`config.mk`:
```
export PLATFORM = sky130hd
export DESIGN_NAME = ibuf_top
export DESIGN_NICKNAME = d
export VERILOG_FILES = /design/src/logic/ibuf_pkg.sv /design/src/logic/line_regs.sv /design/src/logic/ibuf_pointers.sv /design/src/logic/fetch_sync_fsm.sv /design/src/logic/insn_extract.sv /design/src/logic/ibuf_top.sv
export SDC_FILE = /design/constraint.sdc
export NUM_CORES = 1
export LEC_CHECK = 0
export BUFFER_PORTS_ARGS = -buffer_cell sky130_fd_sc_hd__buf_2
export CAP_MARGIN = 0
export CORE_MARGIN = 4
export CORE_UTILIZATION = 53
export DETAILED_ROUTE_END_ITERATION = 10
export PLACE_DENSITY = 0.78
export SYNTH_ARGS = -nofsm -noshare
export SYNTH_HDL_FRONTEND = slang
export SYNTH_HIERARCHICAL = 1
export SYNTH_SLANG_ARGS = --single-unit
```
`constraint.sdc`:
```
create_clock -name clk -period 5.5 [get_ports clk]
set_input_delay 0.55 -clock clk [delete_from_list [all_inputs] [get_ports clk]]
set_output_delay 0.55 -clock clk [all_outputs]
set_load 0.005 [all_outputs]
```
`src/logic/ibuf_pkg.sv`:
```
// instruction buffer package: line geometry, field widths and shared packed types
`default_nettype none

package ibuf_pkg;

    // ----------------------------------------------------------------------
    // geometry
    // ----------------------------------------------------------------------

    // byte offset within a 16-byte cache line
    localparam int OFFSET_WIDTH = 4;
    // 16-bit parcels per line
    localparam int HALVES_PER_LINE = 8;
    // two lines in the buffer, addressed by a 1-bit pointer
    localparam int NUM_LINES = 2;
    localparam int LINE_IDX_WIDTH = 1;

    // field widths
    localparam int PC_WIDTH = 32;
    localparam int ECAUSE_WIDTH = 6;
    localparam int HALF_WIDTH = 16;

    // ----------------------------------------------------------------------
    // basic types
    // ----------------------------------------------------------------------

    typedef logic [PC_WIDTH-1:0] pc_t;
    typedef logic [ECAUSE_WIDTH-1:0] ecause_t;
    typedef logic [HALF_WIDTH-1:0] half_t;

    // halfword 0 sits at the lowest pc of the line
    typedef half_t [HALVES_PER_LINE-1:0] line_data_t;

    // per-line tag and fetch fault, base_pc has its offset bits at zero
    typedef struct packed {
        pc_t     base_pc;
        logic    excp_valid;
        ecause_t ecause;
    } line_info_t;

    // one line as the cache hands it over
    typedef struct packed {
        line_info_t info;
        line_data_t data;
    } line_in_t;

    // one instruction offered to decode
    // compressed opcodes are zero-extended into the upper half of instr
    typedef struct packed {
        logic    valid;
        pc_t     pc;
        pc_t     next_pc;
        logic [31:0] instr;
        logic    is_rv;
        logic    excp_valid;
        ecause_t ecause;
    } slot_t;

    // SYNC drops lines until the one holding pc shows up
    typedef enum logic [0:0] {
        SYNC   = 1'b0,
        STREAM = 1'b1
    } sync_state_t;

endpackage

`default_nettype wire

```
`src/logic/line_regs.sv`:
```
// line storage: one register entry per buffer line, written by line index
`default_nettype none

module line_regs #(
    parameter type entry_t = logic [15:0]
) (
    input  wire logic                                clk,
    input  wire logic                                reset,
    input  wire logic                                wr_en_i,
    input  wire logic [ibuf_pkg::LINE_IDX_WIDTH-1:0] wr_idx_i,
    input  wire entry_t                              wr_data_i,
    output entry_t                                   entries_o [ibuf_pkg::NUM_LINES]
);

    import ibuf_pkg::*;

    // one entry per line, all of them visible to the extractor
    entry_t entries_q [NUM_LINES];

    always_ff @(posedge clk) begin
        if (reset) begin
            for (int i = 0; i < NUM_LINES; i++) begin
                entries_q[i] <= '0;
            end
        end else if (wr_en_i) begin
            // only the addressed line changes
            entries_q[wr_idx_i] <= wr_data_i;
        end
    end

    assign entries_o = entries_q;

endmodule

`default_nettype wire

```
`src/logic/ibuf_pointers.sv`:
```
// buffer pointers: fetch pc, pop and push line pointers and per-line valid bits
`default_nettype none

module ibuf_pointers #(
    parameter ibuf_pkg::pc_t RESET_PC = 32'h0000_1000
) (
    input  wire logic                                clk,
    input  wire logic                                reset,
    input  wire logic                                flush_i,
    input  wire ibuf_pkg::pc_t                       flush_pc_i,
    input  wire logic                                push_i,
    input  wire logic                                take_i,
    input  wire logic [2:0]                          pop_halves_i,
    output ibuf_pkg::pc_t                            pc_o,
    output logic [ibuf_pkg::LINE_IDX_WIDTH-1:0]      pop_line_o,
    output logic [ibuf_pkg::LINE_IDX_WIDTH-1:0]      push_line_o,
    output logic [ibuf_pkg::NUM_LINES-1:0]           line_valid_o,
    output logic                                     has_free_o
);

    import ibuf_pkg::*;

    pc_t                       pc_q;
    logic [LINE_IDX_WIDTH-1:0] pop_line_q;
    logic [LINE_IDX_WIDTH-1:0] push_line_q;
    logic [NUM_LINES-1:0]      line_valid_q;

    pc_t                       pc_step;
    pc_t                       pc_next;
    logic                      leave_line;
    logic [NUM_LINES-1:0]      valid_next;

    // ----------------------------------------------------------------------
    // pop side
    // ----------------------------------------------------------------------

    // two bytes per consumed halfword
    assign pc_step = pc_t'({pop_halves_i, 1'b0});
    assign pc_next = pc_q + pc_step;

    // at most four halves per take, so at most one line boundary is crossed
    assign leave_line = take_i &&
        (pc_next[PC_WIDTH-1:OFFSET_WIDTH] != pc_q[PC_WIDTH-1:OFFSET_WIDTH]);

    // line vacated by the pop point frees on the same edge
    // a push never targets the popped line since that line is still occupied
    always_comb begin
        valid_next = line_valid_q;
        if (leave_line) begin
            valid_next[pop_line_q] = 1'b0;
        end
        if (push_i) begin
            valid_next[push_line_q] = 1'b1;
        end
    end

    // ----------------------------------------------------------------------
    // state
    // ----------------------------------------------------------------------

    always_ff @(posedge clk) begin
        if (reset) begin
            pc_q         <= RESET_PC;
            pop_line_q   <= '0;
            push_line_q  <= '0;
            line_valid_q <= '0;
        end else if (flush_i) begin
            // redirect, empty buffer, restart both pointers at line 0
            pc_q         <= flush_pc_i;
            pop_line_q   <= '0;
            push_line_q  <= '0;
            line_valid_q <= '0;
        end else begin
            if (take_i) begin
                pc_q <= pc_next;
            end
            if (leave_line) begin
                pop_line_q <= pop_line_q + LINE_IDX_WIDTH'(1);
            end
            if (push_i) begin
                push_line_q <= push_line_q + LINE_IDX_WIDTH'(1);
            end
            line_valid_q <= valid_next;
        end
    end

    assign pc_o         = pc_q;
    assign pop_line_o   = pop_line_q;
    assign push_line_o  = push_line_q;
    assign line_valid_o = line_valid_q;
    // room for another line as long as one slot is empty
    assign has_free_o   = ~&line_valid_q;

endmodule

`default_nettype wire

```
`src/logic/fetch_sync_fsm.sv`:
```
// fetch sync FSM: drops stale lines after a flush and gates line storage
`default_nettype none

module fetch_sync_fsm (
    input  wire logic          clk,
    input  wire logic          reset,
    input  wire logic          flush_i,
    input  wire logic          line_valid_i,
    input  wire ibuf_pkg::pc_t line_base_i,
    input  wire ibuf_pkg::pc_t pc_i,
    input  wire logic          has_free_i,
    output logic               line_ready_o,
    output logic               store_o
);

    import ibuf_pkg::*;

    sync_state_t state_q;
    logic        tag_match;
    logic        accept;

    // line holds the current fetch pc
    assign tag_match = (line_base_i[PC_WIDTH-1:OFFSET_WIDTH] == pc_i[PC_WIDTH-1:OFFSET_WIDTH]);

    // sync always drains the cache, stream waits for a free line
    assign line_ready_o = (state_q == SYNC) ? 1'b1 : has_free_i;
    assign accept = line_valid_i && line_ready_o;

    // flush wins, so nothing is written on a flush edge
    // in sync only the matching line is kept, anything else is thrown away
    assign store_o = accept && !flush_i && ((state_q == STREAM) || tag_match);

    always_ff @(posedge clk) begin
        if (reset) begin
            state_q <= SYNC;
        end else if (flush_i) begin
            state_q <= SYNC;
        end else if ((state_q == SYNC) && store_o) begin
            // first line of the new stream is being stored
            state_q <= STREAM;
        end
    end

endmodule

`default_nettype wire

```
`src/logic/insn_extract.sv`:
```
// instruction extractor: four-halfword window, RVC length decode and two decode slots
`default_nettype none

module insn_extract (
    input  wire ibuf_pkg::line_data_t                lines_i [ibuf_pkg::NUM_LINES],
    input  wire ibuf_pkg::line_info_t                infos_i [ibuf_pkg::NUM_LINES],
    input  wire logic [ibuf_pkg::NUM_LINES-1:0]      line_valid_i,
    input  wire logic [ibuf_pkg::LINE_IDX_WIDTH-1:0] pop_line_i,
    input  wire ibuf_pkg::pc_t                       pc_i,
    output ibuf_pkg::slot_t                          slot0_o,
    output ibuf_pkg::slot_t                          slot1_o,
    output logic [2:0]                               pop_halves_o
);

    import ibuf_pkg::*;

    // one halfword of the window with where it came from
    typedef struct packed {
        logic    avail;
        half_t   data;
        logic    excp_valid;
        ecause_t ecause;
    } win_half_t;

    localparam int WIN_HALVES = 4;

    win_half_t                 win [WIN_HALVES];
    logic [OFFSET_WIDTH-2:0]   start_half;
    logic [OFFSET_WIDTH-1:0]   half_pos [WIN_HALVES];
    logic [LINE_IDX_WIDTH-1:0] half_line [WIN_HALVES];
    logic [2:0]                len0;
    logic [2:0]                len1;

    // ----------------------------------------------------------------------
    // slot builder
    // ----------------------------------------------------------------------

    // first and second are the two halves the instruction could occupy
    // allow chains slot 1 behind slot 0
    function automatic slot_t build_slot(win_half_t first, win_half_t second, pc_t pc,
                                         logic allow);
        slot_t s;
        logic  rv;
        rv = (first.data[1:0] == 2'b11);
        s.valid   = allow && first.avail && (!rv || second.avail);
        s.pc      = pc;
        s.next_pc = pc + (rv ? pc_t'(4) : pc_t'(2));
        s.is_rv   = rv;
        if (rv) begin
            s.instr = {second.data, first.data};
        end else begin
            s.instr = {{HALF_WIDTH{1'b0}}, first.data};
        end
        // fault of the first half wins, the second half only counts for 32-bit
        if (first.excp_valid) begin
            s.excp_valid = 1'b1;
            s.ecause     = first.ecause;
        end else if (rv && second.excp_valid) begin
            s.excp_valid = 1'b1;
            s.ecause     = second.ecause;
        end else begin
            s.excp_valid = 1'b0;
            s.ecause     = '0;
        end
        return s;
    endfunction

    // ----------------------------------------------------------------------
    // window gather
    // ----------------------------------------------------------------------

    // halfword index of pc inside the pop line
    assign start_half = pc_i[OFFSET_WIDTH-1:1];

    always_comb begin
        for (int k = 0; k < WIN_HALVES; k++) begin
            // msb of the position is the carry into the next line
            half_pos[k]  = {1'b0, start_half} + OFFSET_WIDTH'(k);
            half_line[k] = pop_line_i + LINE_IDX_WIDTH'(half_pos[k][OFFSET_WIDTH-1]);
            win[k].avail      = line_valid_i[half_line[k]];
            win[k].data       = lines_i[half_line[k]][half_pos[k][OFFSET_WIDTH-2:0]];
            win[k].excp_valid = infos_i[half_line[k]].excp_valid;
            win[k].ecause     = infos_i[half_line[k]].ecause;
        end
    end

    // ----------------------------------------------------------------------
    // slots
    // ----------------------------------------------------------------------

    assign slot0_o = build_slot(win[0], win[1], pc_i, 1'b1);

    // slot 1 starts right after slot 0, one or two halves in
    assign slot1_o = slot0_o.is_rv ?
        build_slot(win[2], win[3], slot0_o.next_pc, slot0_o.valid) :
        build_slot(win[1], win[2], slot0_o.next_pc, slot0_o.valid);

    assign len0 = slot0_o.is_rv ? 3'd2 : 3'd1;
    assign len1 = slot1_o.is_rv ? 3'd2 : 3'd1;

    // halves consumed if decode takes everything on offer, 0 to 4
    always_comb begin
        if (!slot0_o.valid) begin
            pop_halves_o = 3'd0;
        end else if (!slot1_o.valid) begin
            pop_halves_o = len0;
        end else begin
            pop_halves_o = len0 + len1;
        end
    end

endmodule

`default_nettype wire

```
`src/logic/ibuf_top.sv`:
```
// instruction buffer top: line stores, pointers, sync FSM and extractor
`default_nettype none

module ibuf_top #(
    parameter ibuf_pkg::pc_t RESET_PC = 32'h0000_1000
) (
    input  wire logic               clk,
    input  wire logic               reset,
    input  wire logic               flush_i,
    input  wire ibuf_pkg::pc_t      flush_pc_i,
    input  wire logic               line_valid_i,
    output logic                    line_ready_o,
    input  wire ibuf_pkg::line_in_t line_i,
    input  wire logic               take_i,
    output ibuf_pkg::slot_t         slot0_o,
    output ibuf_pkg::slot_t         slot1_o
);

    import ibuf_pkg::*;

    // ----------------------------------------------------------------------
    // internal nets
    // ----------------------------------------------------------------------

    pc_t                       pc;
    logic [LINE_IDX_WIDTH-1:0] pop_line;
    logic [LINE_IDX_WIDTH-1:0] push_line;
    logic [NUM_LINES-1:0]      line_valid;
    logic                      has_free;
    logic                      store_en;
    logic [2:0]                pop_halves;
    line_data_t                line_data [NUM_LINES];
    line_info_t                line_info [NUM_LINES];

    // ----------------------------------------------------------------------
    // line storage, payload and tag kept apart
    // ----------------------------------------------------------------------

    line_regs #(
        .entry_t (line_data_t)
    ) u_data_regs (
        .clk       (clk),
        .reset     (reset),
        .wr_en_i   (store_en),
        .wr_idx_i  (push_line),
        .wr_data_i (line_i.data),
        .entries_o (line_data)
    );

    line_regs #(
        .entry_t (line_info_t)
    ) u_info_regs (
        .clk       (clk),
        .reset     (reset),
        .wr_en_i   (store_en),
        .wr_idx_i  (push_line),
        .wr_data_i (line_i.info),
        .entries_o (line_info)
    );

    // ----------------------------------------------------------------------
    // control
    // ----------------------------------------------------------------------

    ibuf_pointers #(
        .RESET_PC (RESET_PC)
    ) u_pointers (
        .clk          (clk),
        .reset        (reset),
        .flush_i      (flush_i),
        .flush_pc_i   (flush_pc_i),
        .push_i       (store_en),
        .take_i       (take_i),
        .pop_halves_i (pop_halves),
        .pc_o         (pc),
        .pop_line_o   (pop_line),
        .push_line_o  (push_line),
        .line_valid_o (line_valid),
        .has_free_o   (has_free)
    );

    fetch_sync_fsm u_sync_fsm (
        .clk          (clk),
        .reset        (reset),
        .flush_i      (flush_i),
        .line_valid_i (line_valid_i),
        .line_base_i  (line_i.info.base_pc),
        .pc_i         (pc),
        .has_free_i   (has_free),
        .line_ready_o (line_ready_o),
        .store_o      (store_en)
    );

    // decode side, purely combinational from the registers above
    insn_extract u_extract (
        .lines_i      (line_data),
        .infos_i      (line_info),
        .line_valid_i (line_valid),
        .pop_line_i   (pop_line),
        .pc_i         (pc),
        .slot0_o      (slot0_o),
        .slot1_o      (slot1_o),
        .pop_halves_o (pop_halves)
    );

endmodule

`default_nettype wire

```
==> Word level (Yosys, flattened, before mapping) <==
Cells that the tools add are included.
{ "totals": {"reg_bits": 371, "latchBits": 0, "ramBits": 0, "mem_bits_ro": 0, "out_inout_bits": 211, "elab_cells": 171, "n_memories": 0} }
{ "classes": {"addsub": 13, "n_mul": 0, "div_mod_pow": 0, "n_lt_le_gt_ge": 17, "eq_ne": 5, "shifts": 0, "muxes": 72, "n_bitwise": 9, "reduce_logical": 28} }
{ "op_table": {"columns": ["operator", "count"], "rows": [
  ["$mux 128", 13],
  ["$bwmux 256", 1],
  ["$bmux 16 s3", 4],
  ["$mux 32", 5],
  ["$demux 128 s1", 1],
  ["$mux 7", 18],
  ["$mux 105", 1],
  ["$add 32x32->32", 3],
  ["$bwmux 78", 1],
  ["$mux 16", 4],
  ["$demux 39 s1", 1],
  ["$mux 39", 1],
  ["$add 32x4->32", 1],
  ["$eq 28x28->1", 1],
  ["$ne 28x28->1", 1],
  ["$logic_and 1x1->1", 16],
  ["$lt 3x4->1 const B", 4],
  ["$mux 3", 5],
  ["$mux 1", 11],
  ["$ge 2x2->1 const B", 5],
  ["$lt 1x2->1 const B", 5],
  ["$not 1->2", 5],
  ["$add 3x2->4 const B", 2],
  ["$mux 2", 4],
  ["17 further kinds", 31]
]} }

==> Depth between registers and ports, before layout <==
Gate-level depths: netlist of run 1.
{ "logic_depth": {"word_depth": 23, "depth_mapped": 24} }

==> Hierarchy <==
The synthesis of run 1 kept the hierarchy.
{ "modules_own_cells": {"columns": ["mod", "instances", "cells_per_inst", "area_each_um2", "seq_area_each_um2"], "rows": [
  ["insn_extract", 1, 1074, 11009.3, 0.0],
  ["line_regs at u_data_regs", 1, 971, 10467.5, 5124.9],
  ["line_regs at u_info_regs", 1, 298, 3289.4, 1561.5],
  ["ibuf_pointers", 1, 241, 2044.5, 720.7],
  ["fetch_sync_fsm", 1, 49, 405.4, 20.0]
]} }

==> Worst setup path before layout of run 1 <==
OpenSTA, ideal clock, no wires.
{ "synth_timing": {"path_type": "register to output", "from": "reg u_pointers.pc_q[2] (netlist: u_pointers/pc_o[2])", "to": "out slot1_o[63] (netlist name)", "arrival_ns": 5.306, "t_required_ns": 4.950, "setup_slack_ns": -0.356, "path_stages_with_launch": 25, "cell_sequence": "dfxtp_1 > buf_2 > buf_1 > inv_2 > buf_1 > buf_1 > ha_1 > clkbuf_1 > inv_1 > buf_2 > mux4_2 > o22ai_1 > a21oi_1 > o21ai_1 > nor2_2 > buf_2 > nor2_1 > ha_1 > fa_1 > o21ai_0 > and3b_1 > nor2b_1 > clkbuf_1 > nand4_1 > xnor2_1"} }
{ "synth_rtl": {"columns": ["element", "line", "source"], "rows": [
  ["start, declared", "ibuf_pointers.sv:23", "pc_t pc_q;"],
  ["start signal, assigned", "ibuf_pointers.sv:69", "pc_q <= flush_pc_i;"],
  ["start signal, assigned", "ibuf_pointers.sv:75", "pc_q <= pc_next;"],
  ["end, declared", "ibuf_top.sv:16", "output ibuf_pkg::slot_t slot1_o"]
]} }

==> results.cfg, run 1 <==
[timing]
finalHoldViolations = 0
min_period_ps = 5354
setup-violations-final = 0
fmax_ghz = 0.1868
post-route-period-util_pct = 97.34
grt_setup_unrepaired = yes
slew_viol_final = 0
whs_ps = 250.4
tightest_slew_ps = 1039
finClkSkew_ps = 29.31
fin_ws_ps = 146.2
maxSlewHeadroom_pct = 28.76

[pwr]
p_leak_nw = 10.78
irDropWorstVdd_mv = 0.1779
p_per_area_nw_per_um2 = 199.4

[setup_path]
cp_common_cell = mux4_2
path_class = register to output port
cp_num_buf_inv = 4
worstPathMaxFanout = 33
cp_top_family = simple AND/OR/NAND/NOR gates
r2r_setup_slack_ps = 570
startpoint_type = register
startpoint = u_pointers/pop_line_o
cp_slowest_cell = mux4_2
reg2reg_to = u_pointers/pc_o[20]
rr_worst_depth = 15
critPathRequiredTime_ps = 4950
end_kind = output port
timing.rr.start = u_pointers/pop_line_o
path_cells = buf_12 -> mux4_2 -> mux4_2 -> nand2_2 -> inv_2 -> buf_4 -> nor3_2 -> nor2_1 -> ha_1 -> fa_1 -> o21ai_0 -> and3b_1 -> nor2b_4 -> nand2_1 -> xnor2_1 -> buf_2
cp.depth = 16
setup.worst_path.end = slot1_o[53]
cpPeakStageDelay_ps = 530
crit_arrival_ps = 4800

[drt]
met3_length_mm = 7.351
dr.pass1.iters = 7
wl_met1_mm = 27.82
first_iter_violations = 2192
wl_per_cell_um = 25.30
dr_wl_met2_mm = 40.29
ant_nets = 0
via_count = 21046
viasPerCell = 6.432
wl_mm = 82.78
highest_layer = met5
drcViolationCount = 0

[place]
gp_congestion = 0.9500
post-place-ws_ps = 95.29
portBuffers = 410
hpwl_mm = 59.89

[global_route]
antenna_found_initial = 3
grt-ovfl-total = 0
grt_pass1_vias = 21260
grt_pass1_wl_mm = 124.9
grt_use_total_pct = 31.76
grt_max_degree = 200

[layout]
finalNetCount = 2861
nFillCells = 3684
drive_above_1_share_pct = 31.84
areaGrowthSynthToFinish_pct = 13.55

[floorplanning]
placeableCoreArea_um2 = 45580
dieArea_um2 = 49910
io_pins = 415
fp.dieW_um = 223.4
placementRows = 78
initial_core_util_pct = 53.95
die_h_um = 223.4

[clocking]
cts_root_buffer = clkbuf_16
clock_latency_ps = 570
clock-sinks = 307
clkTransAtPathRegs_ps = 60
cts_hold_buf = 0
htreeDepth = 2
cts_made_buffers = 37
cts_buffer_depth = 3
cts_tree = done

[yosys]
yosys_warnings = 6
postSynthAreaPerCell_um2 = 10.26
synthesis.area_um2 = 24590
syn_nets = 2614
synth_cells = 2396

[flow_run]
drv_cap = 0

[worst_hold_path]
min_path_cells = 3
min_path_type = input pin to register

[outcome]
status = finished clean
## flip-flops by register name, indices dropped and copies added (netlist names)
register / count
u_data_regs/entries_o: 256
u_pointers/pc_o: 32
u_info_regs/entries_o: 14
u_pointers/line_valid_o: 2
u_pointers/pop_line_o: 1
u_pointers/push_line_o: 1
u_sync_fsm/state_q: 1
## worst min-delay path by stage
stage | startpoint | end
2_1_floorplan | u_sync_fsm/state_q | u_sync_fsm/state_q
3_3_place_gp | u_sync_fsm/state_q | u_sync_fsm/state_q
3_5_place_dp | u_sync_fsm/state_q | u_sync_fsm/state_q
4_1_cts | flush_pc_i[0] | u_pointers/pc_o[0]
5_1_grt | flush_pc_i[12] | u_pointers/pc_o[12]
6_report | flush_pc_i[0] | u_pointers/pc_o[0]
## routing by layer
layer	track usage, %	up-vias
li1	-	9197
met1	35.48	10213
met2	54.34	1306
met3	6.000	328
met4	22.75	2
met5	0	-
## cell usage in the layout (no fill, tap or decap), drive strengths merged, types with 23 or more instances in the layout
master / n
buf: 475
mux2i: 425
nand2b: 413
dfxtp: 307
mux4: 237
nand2: 168
xnor2: 63
nor2: 56
xor2: 55
clkbuf: 52
a21oi: 45
nand3: 40
nor4: 30
nand4: 23
a211oi: 23
## report_power, final
part           internal (mW)  switching, mW
Sequential              2.24         0.0517
Clock                   1.51           1.02
Combinational          0.325          0.425
Total                   4.07           1.49
## metrics by stage
stage / setup TNS, ps / instances / total power [mW] / instance area (µm²) / util (%)
after global routing: -95.10 / 3270 / 5.720 / 27920 / 61.25
final: 0 / 3272 / 5.567 / 27920 / 61.26
after CTS: 0 / 3266 / 5.591 / 27810 / 61.03
after floorplan: 0 / 2396 / 2.791 / 24600 / -
after detailed placement: 0 / 3192 / 3.067 / 26440 / 58.02
after global placement: 0 / 3192 / 3.055 / 26440 / 58.02
## timing repair
item                       in CTS  in global routing
setup endpoints to repair      20                 19
pin swaps                       1                  3
setup buffers                   8                  4
resized for setup              11                 17
## area by class of cell
type,instances,area (µm²),area share (%)
Antenna cell,2,5.005,0.01792
Clock buffer,50,1035,3.706
Clock inverter,16,197.7,0.7080
Inverter,18,68.82,0.2465
Multi-Input combinational cell,1802,17050,61.05
Sequential cell,307,6158,22.06
Tap cell,600,750.7,2.689
Timing Repair Buffer,477,2659,9.522
## worst min-delay path: cells and delay by family
kind	cells	cell delay, ps
mux	1	60
buf+inv	1	80
simple gates	1	70
Note: power is estimated with default switching activity, not from simulation.
==> run 2, diff against run 1 <==
Settings changed: CTS_BUF_LIST from default to sky130_fd_sc_hd__clkbuf_8, PLACE_DENSITY 0.78 to 0.8, SYNTH_HIERARCHICAL 1 to default.
==> run 2 against run 1 <==
Compared with the run above: critical path depth increased by 1; routed wire length decreased by 2.4%; setup slack got worse by 38 ps; combinational power decreased by 5.2%; sequential cell count unchanged; count of clock-buffer cells in the layout increased by 22; clock power about the same; area after synthesis decreased by 8.2%; die area decreased by 7.9%; critical path type unchanged.
==> results.cfg, run 2 <==
[layout]
layout_commonest_cell = mux2i_1
design_area_um2 = 27000
drive_above_1_share_pct = 34.01
areaGrowthSynthToFinish_pct = 19.53
register_area_um2 = 6161
final_cell_mix = mux2i_1 (431), buf_2 (409), nor2_1 (340), dfxtp_1 (303), mux4_2 (213)
nFillCells = 3320
multi_input_area_um2 = 15700
final_util_pct = 64.21
largest_reg_flops = 256
finalNetCount = 2844

[yosys]
synthesis.area_um2 = 22580
synthTopCellsByArea = dfxtp_1 (27%), mux4_2 (21%), mux2i_1 (19%)
synth.most_common_cell = mux2i_1
ys_ff_latch = 307
syn_nets = 2528
yosys_warnings = 0
netlist.area_leader.share_pct = 27.21
yosys-top-cells-count = mux2i_1 (431), nor2_1 (343), dfxtp_1 (307)
synth_edf_count = 0
synthArstFlopShare_pct = 0
postSynthAreaPerCell_um2 = 9.777
yosys.area.top_type = dfxtp_1
synth_cells = 2310
synth_cell_types = 70
ys_dominant_reg_cell = dfxtp_1
ys_seq_area_share_pct = 27.21

[setup_path]
worstPathMaxFanout = 7
cp_num_buf_inv = 5
critPathRequiredTime_ps = 4950
startpoint_type = register
end_kind = output port
cp_top_family = simple AND/OR/NAND/NOR gates
path_cells = buf_12 -> mux4_2 -> mux2i_1 -> mux2i_1 -> nand2_2 -> inv_4 -> ha_1 -> a21oi_2 -> or3_4 -> or3_4 -> a2111oi_4 -> buf_4 -> nand4_4 -> buf_12 -> nor4_4 -> xor2_1 -> buf_2
crit_arrival_ps = 4840
cpPeakStageDelay_ps = 480
cp_slowest_cell = mux4_2
path_class = register to output port

[outcome]
status = finished clean

[timing]
tightest_slew_ps = 1269
min_period_ps = 5392
post-route-period-util_pct = 98.04
finalHoldViolations = 0
slew_viol_final = 0
maxSlewHeadroom_pct = 15.40
finClkSkew_ps = 22.52
grt_setup_unrepaired = yes
fin_ws_ps = 108.0
setup-violations-final = 0
fmax_ghz = 0.1855
tns_ps = 0

[drt]
wl_mm = 80.79
drcViolationCount = 0
ant_nets = 0
via_count = 21038
first_iter_violations = 2847
dr.pass1.iters = 5
wl_per_cell_um = 25.06
viasPerCell = 6.525

[floorplanning]
io_pins = 415
dieArea_um2 = 45980
fp.dieW_um = 214.4
initial_core_util_pct = 53.72
die_h_um = 214.4
placementRows = 75
placeableCoreArea_um2 = 42040

[clocking]
cts_root_buffer = clkbuf_8
clock-sinks = 307
cts_made_buffers = 53
htreeDepth = 2
clock_latency_ps = 660
cts_tree = done
cts_buffer_depth = 3
clkTransAtPathRegs_ps = 70

[pwr]
total_power_mw = 5.545
irDropWorstVdd_mv = 0.2758
p_leak_nw = 9.953
p_per_area_nw_per_um2 = 205.4

[worst_hold_path]
min_path_type = input pin to register

[global_route]
grt_pass1_vias = 20405
antenna_found_initial = 19
grt_pass1_wl_mm = 121.3
grt_use_total_pct = 33.20
grt_max_degree = 190
grt-ovfl-total = 0

[flow_run]
drv_cap = 0

[place]
post-place-ws_ps = 167.0
gp_congestion = 0.9825
hpwl_mm = 55.15
place_area_um2 = 24750
portBuffers = 410
==> run 2: worst paths after layout <==
path                      startpoint                  end  slack, ps  depth (start not counted)
setup / recovery  u_pointers.pc_o[2]          slot1_o[70]        110                         17
hold / removal        flush_pc_i[23]  u_pointers.pc_o[23]        140                          3
setup reg to reg  u_pointers.pc_o[1]  u_pointers.pc_o[30]        500                         15
hold reg to reg   u_sync_fsm.state_q   u_sync_fsm.state_q        540                          2
==> run 2: tightest hold or removal path, delay by kind of cell <==
family                 cells  cell delay, ps
AOI/OAI and AO/OA          1              50
buffers and inverters      1              80
and+or+nand+nor            1              70
==> run 2: where the power goes <==
part	switching, mW	internal, mW	total, mW
Sequential	0.0475	2.24	2.28
Clock	1.05	1.50	2.55
Combinational	0.406	0.305	0.711
Total	1.50	4.04	5.54
==> run 2: cells by family after synthesis <==
| group | Yosys count | share of synthesized area, % |
|---|---|---|
| xor gates and xnor gates | 108 | 4.188 |
| AOI/OAI and AO/OA | 200 | 5.745 |
| adders and majority gates | 14 | 0.8753 |
| and+or+nand+nor | 749 | 15.22 |
| buffers and inverters | 272 | 5.618 |
| muxes | 660 | 41.14 |
| DFF | 307 | 27.21 |
==> run 2: metal layers <==
layer | GRT usage (%) | part of all wire [%]
met5 | 0 | 0.050
met4 | 17.03 | 5.8
met1 | 42.33 | 36
met3 | 8.304 | 11
met2 | 52.65 | 46
==> run 2: repair_timing <==
item | CTS | global route
gates cloned | 2 | 3
setup buffers | 18 | 21
pin swaps | 13 | 29
gates resized for setup | 30 | 54
endpoints found under the hold margin | 0 | 0
hold buffers | 0 | 0
endpoints found under the setup margin | 20 | 20
==> run 2: cell type report <==
class / instances / area share (%)
inverter: 27 / 0.4032
clock buffer: 72 / 3.671
clock inverter: 27 / 1.159
multi-input combinational: 1732 / 58.15
tap: 539 / 2.498
sequential: 307 / 22.82
timing repair buffer: 505 / 11.16
antenna: 15 / 0.1390
==> run 2: per-stage QoR <==
| stage | hold slack (ps) | instances |
|---|---|---|
| CTS | 101.4 | 3186 |
| global route | 119.1 | 3217 |
| global placement | 520.3 | 3067 |
| detailed placement | 525.1 | 3067 |
| finish | 135.5 | 3224 |
| floorplan | 480.8 | 2310 |
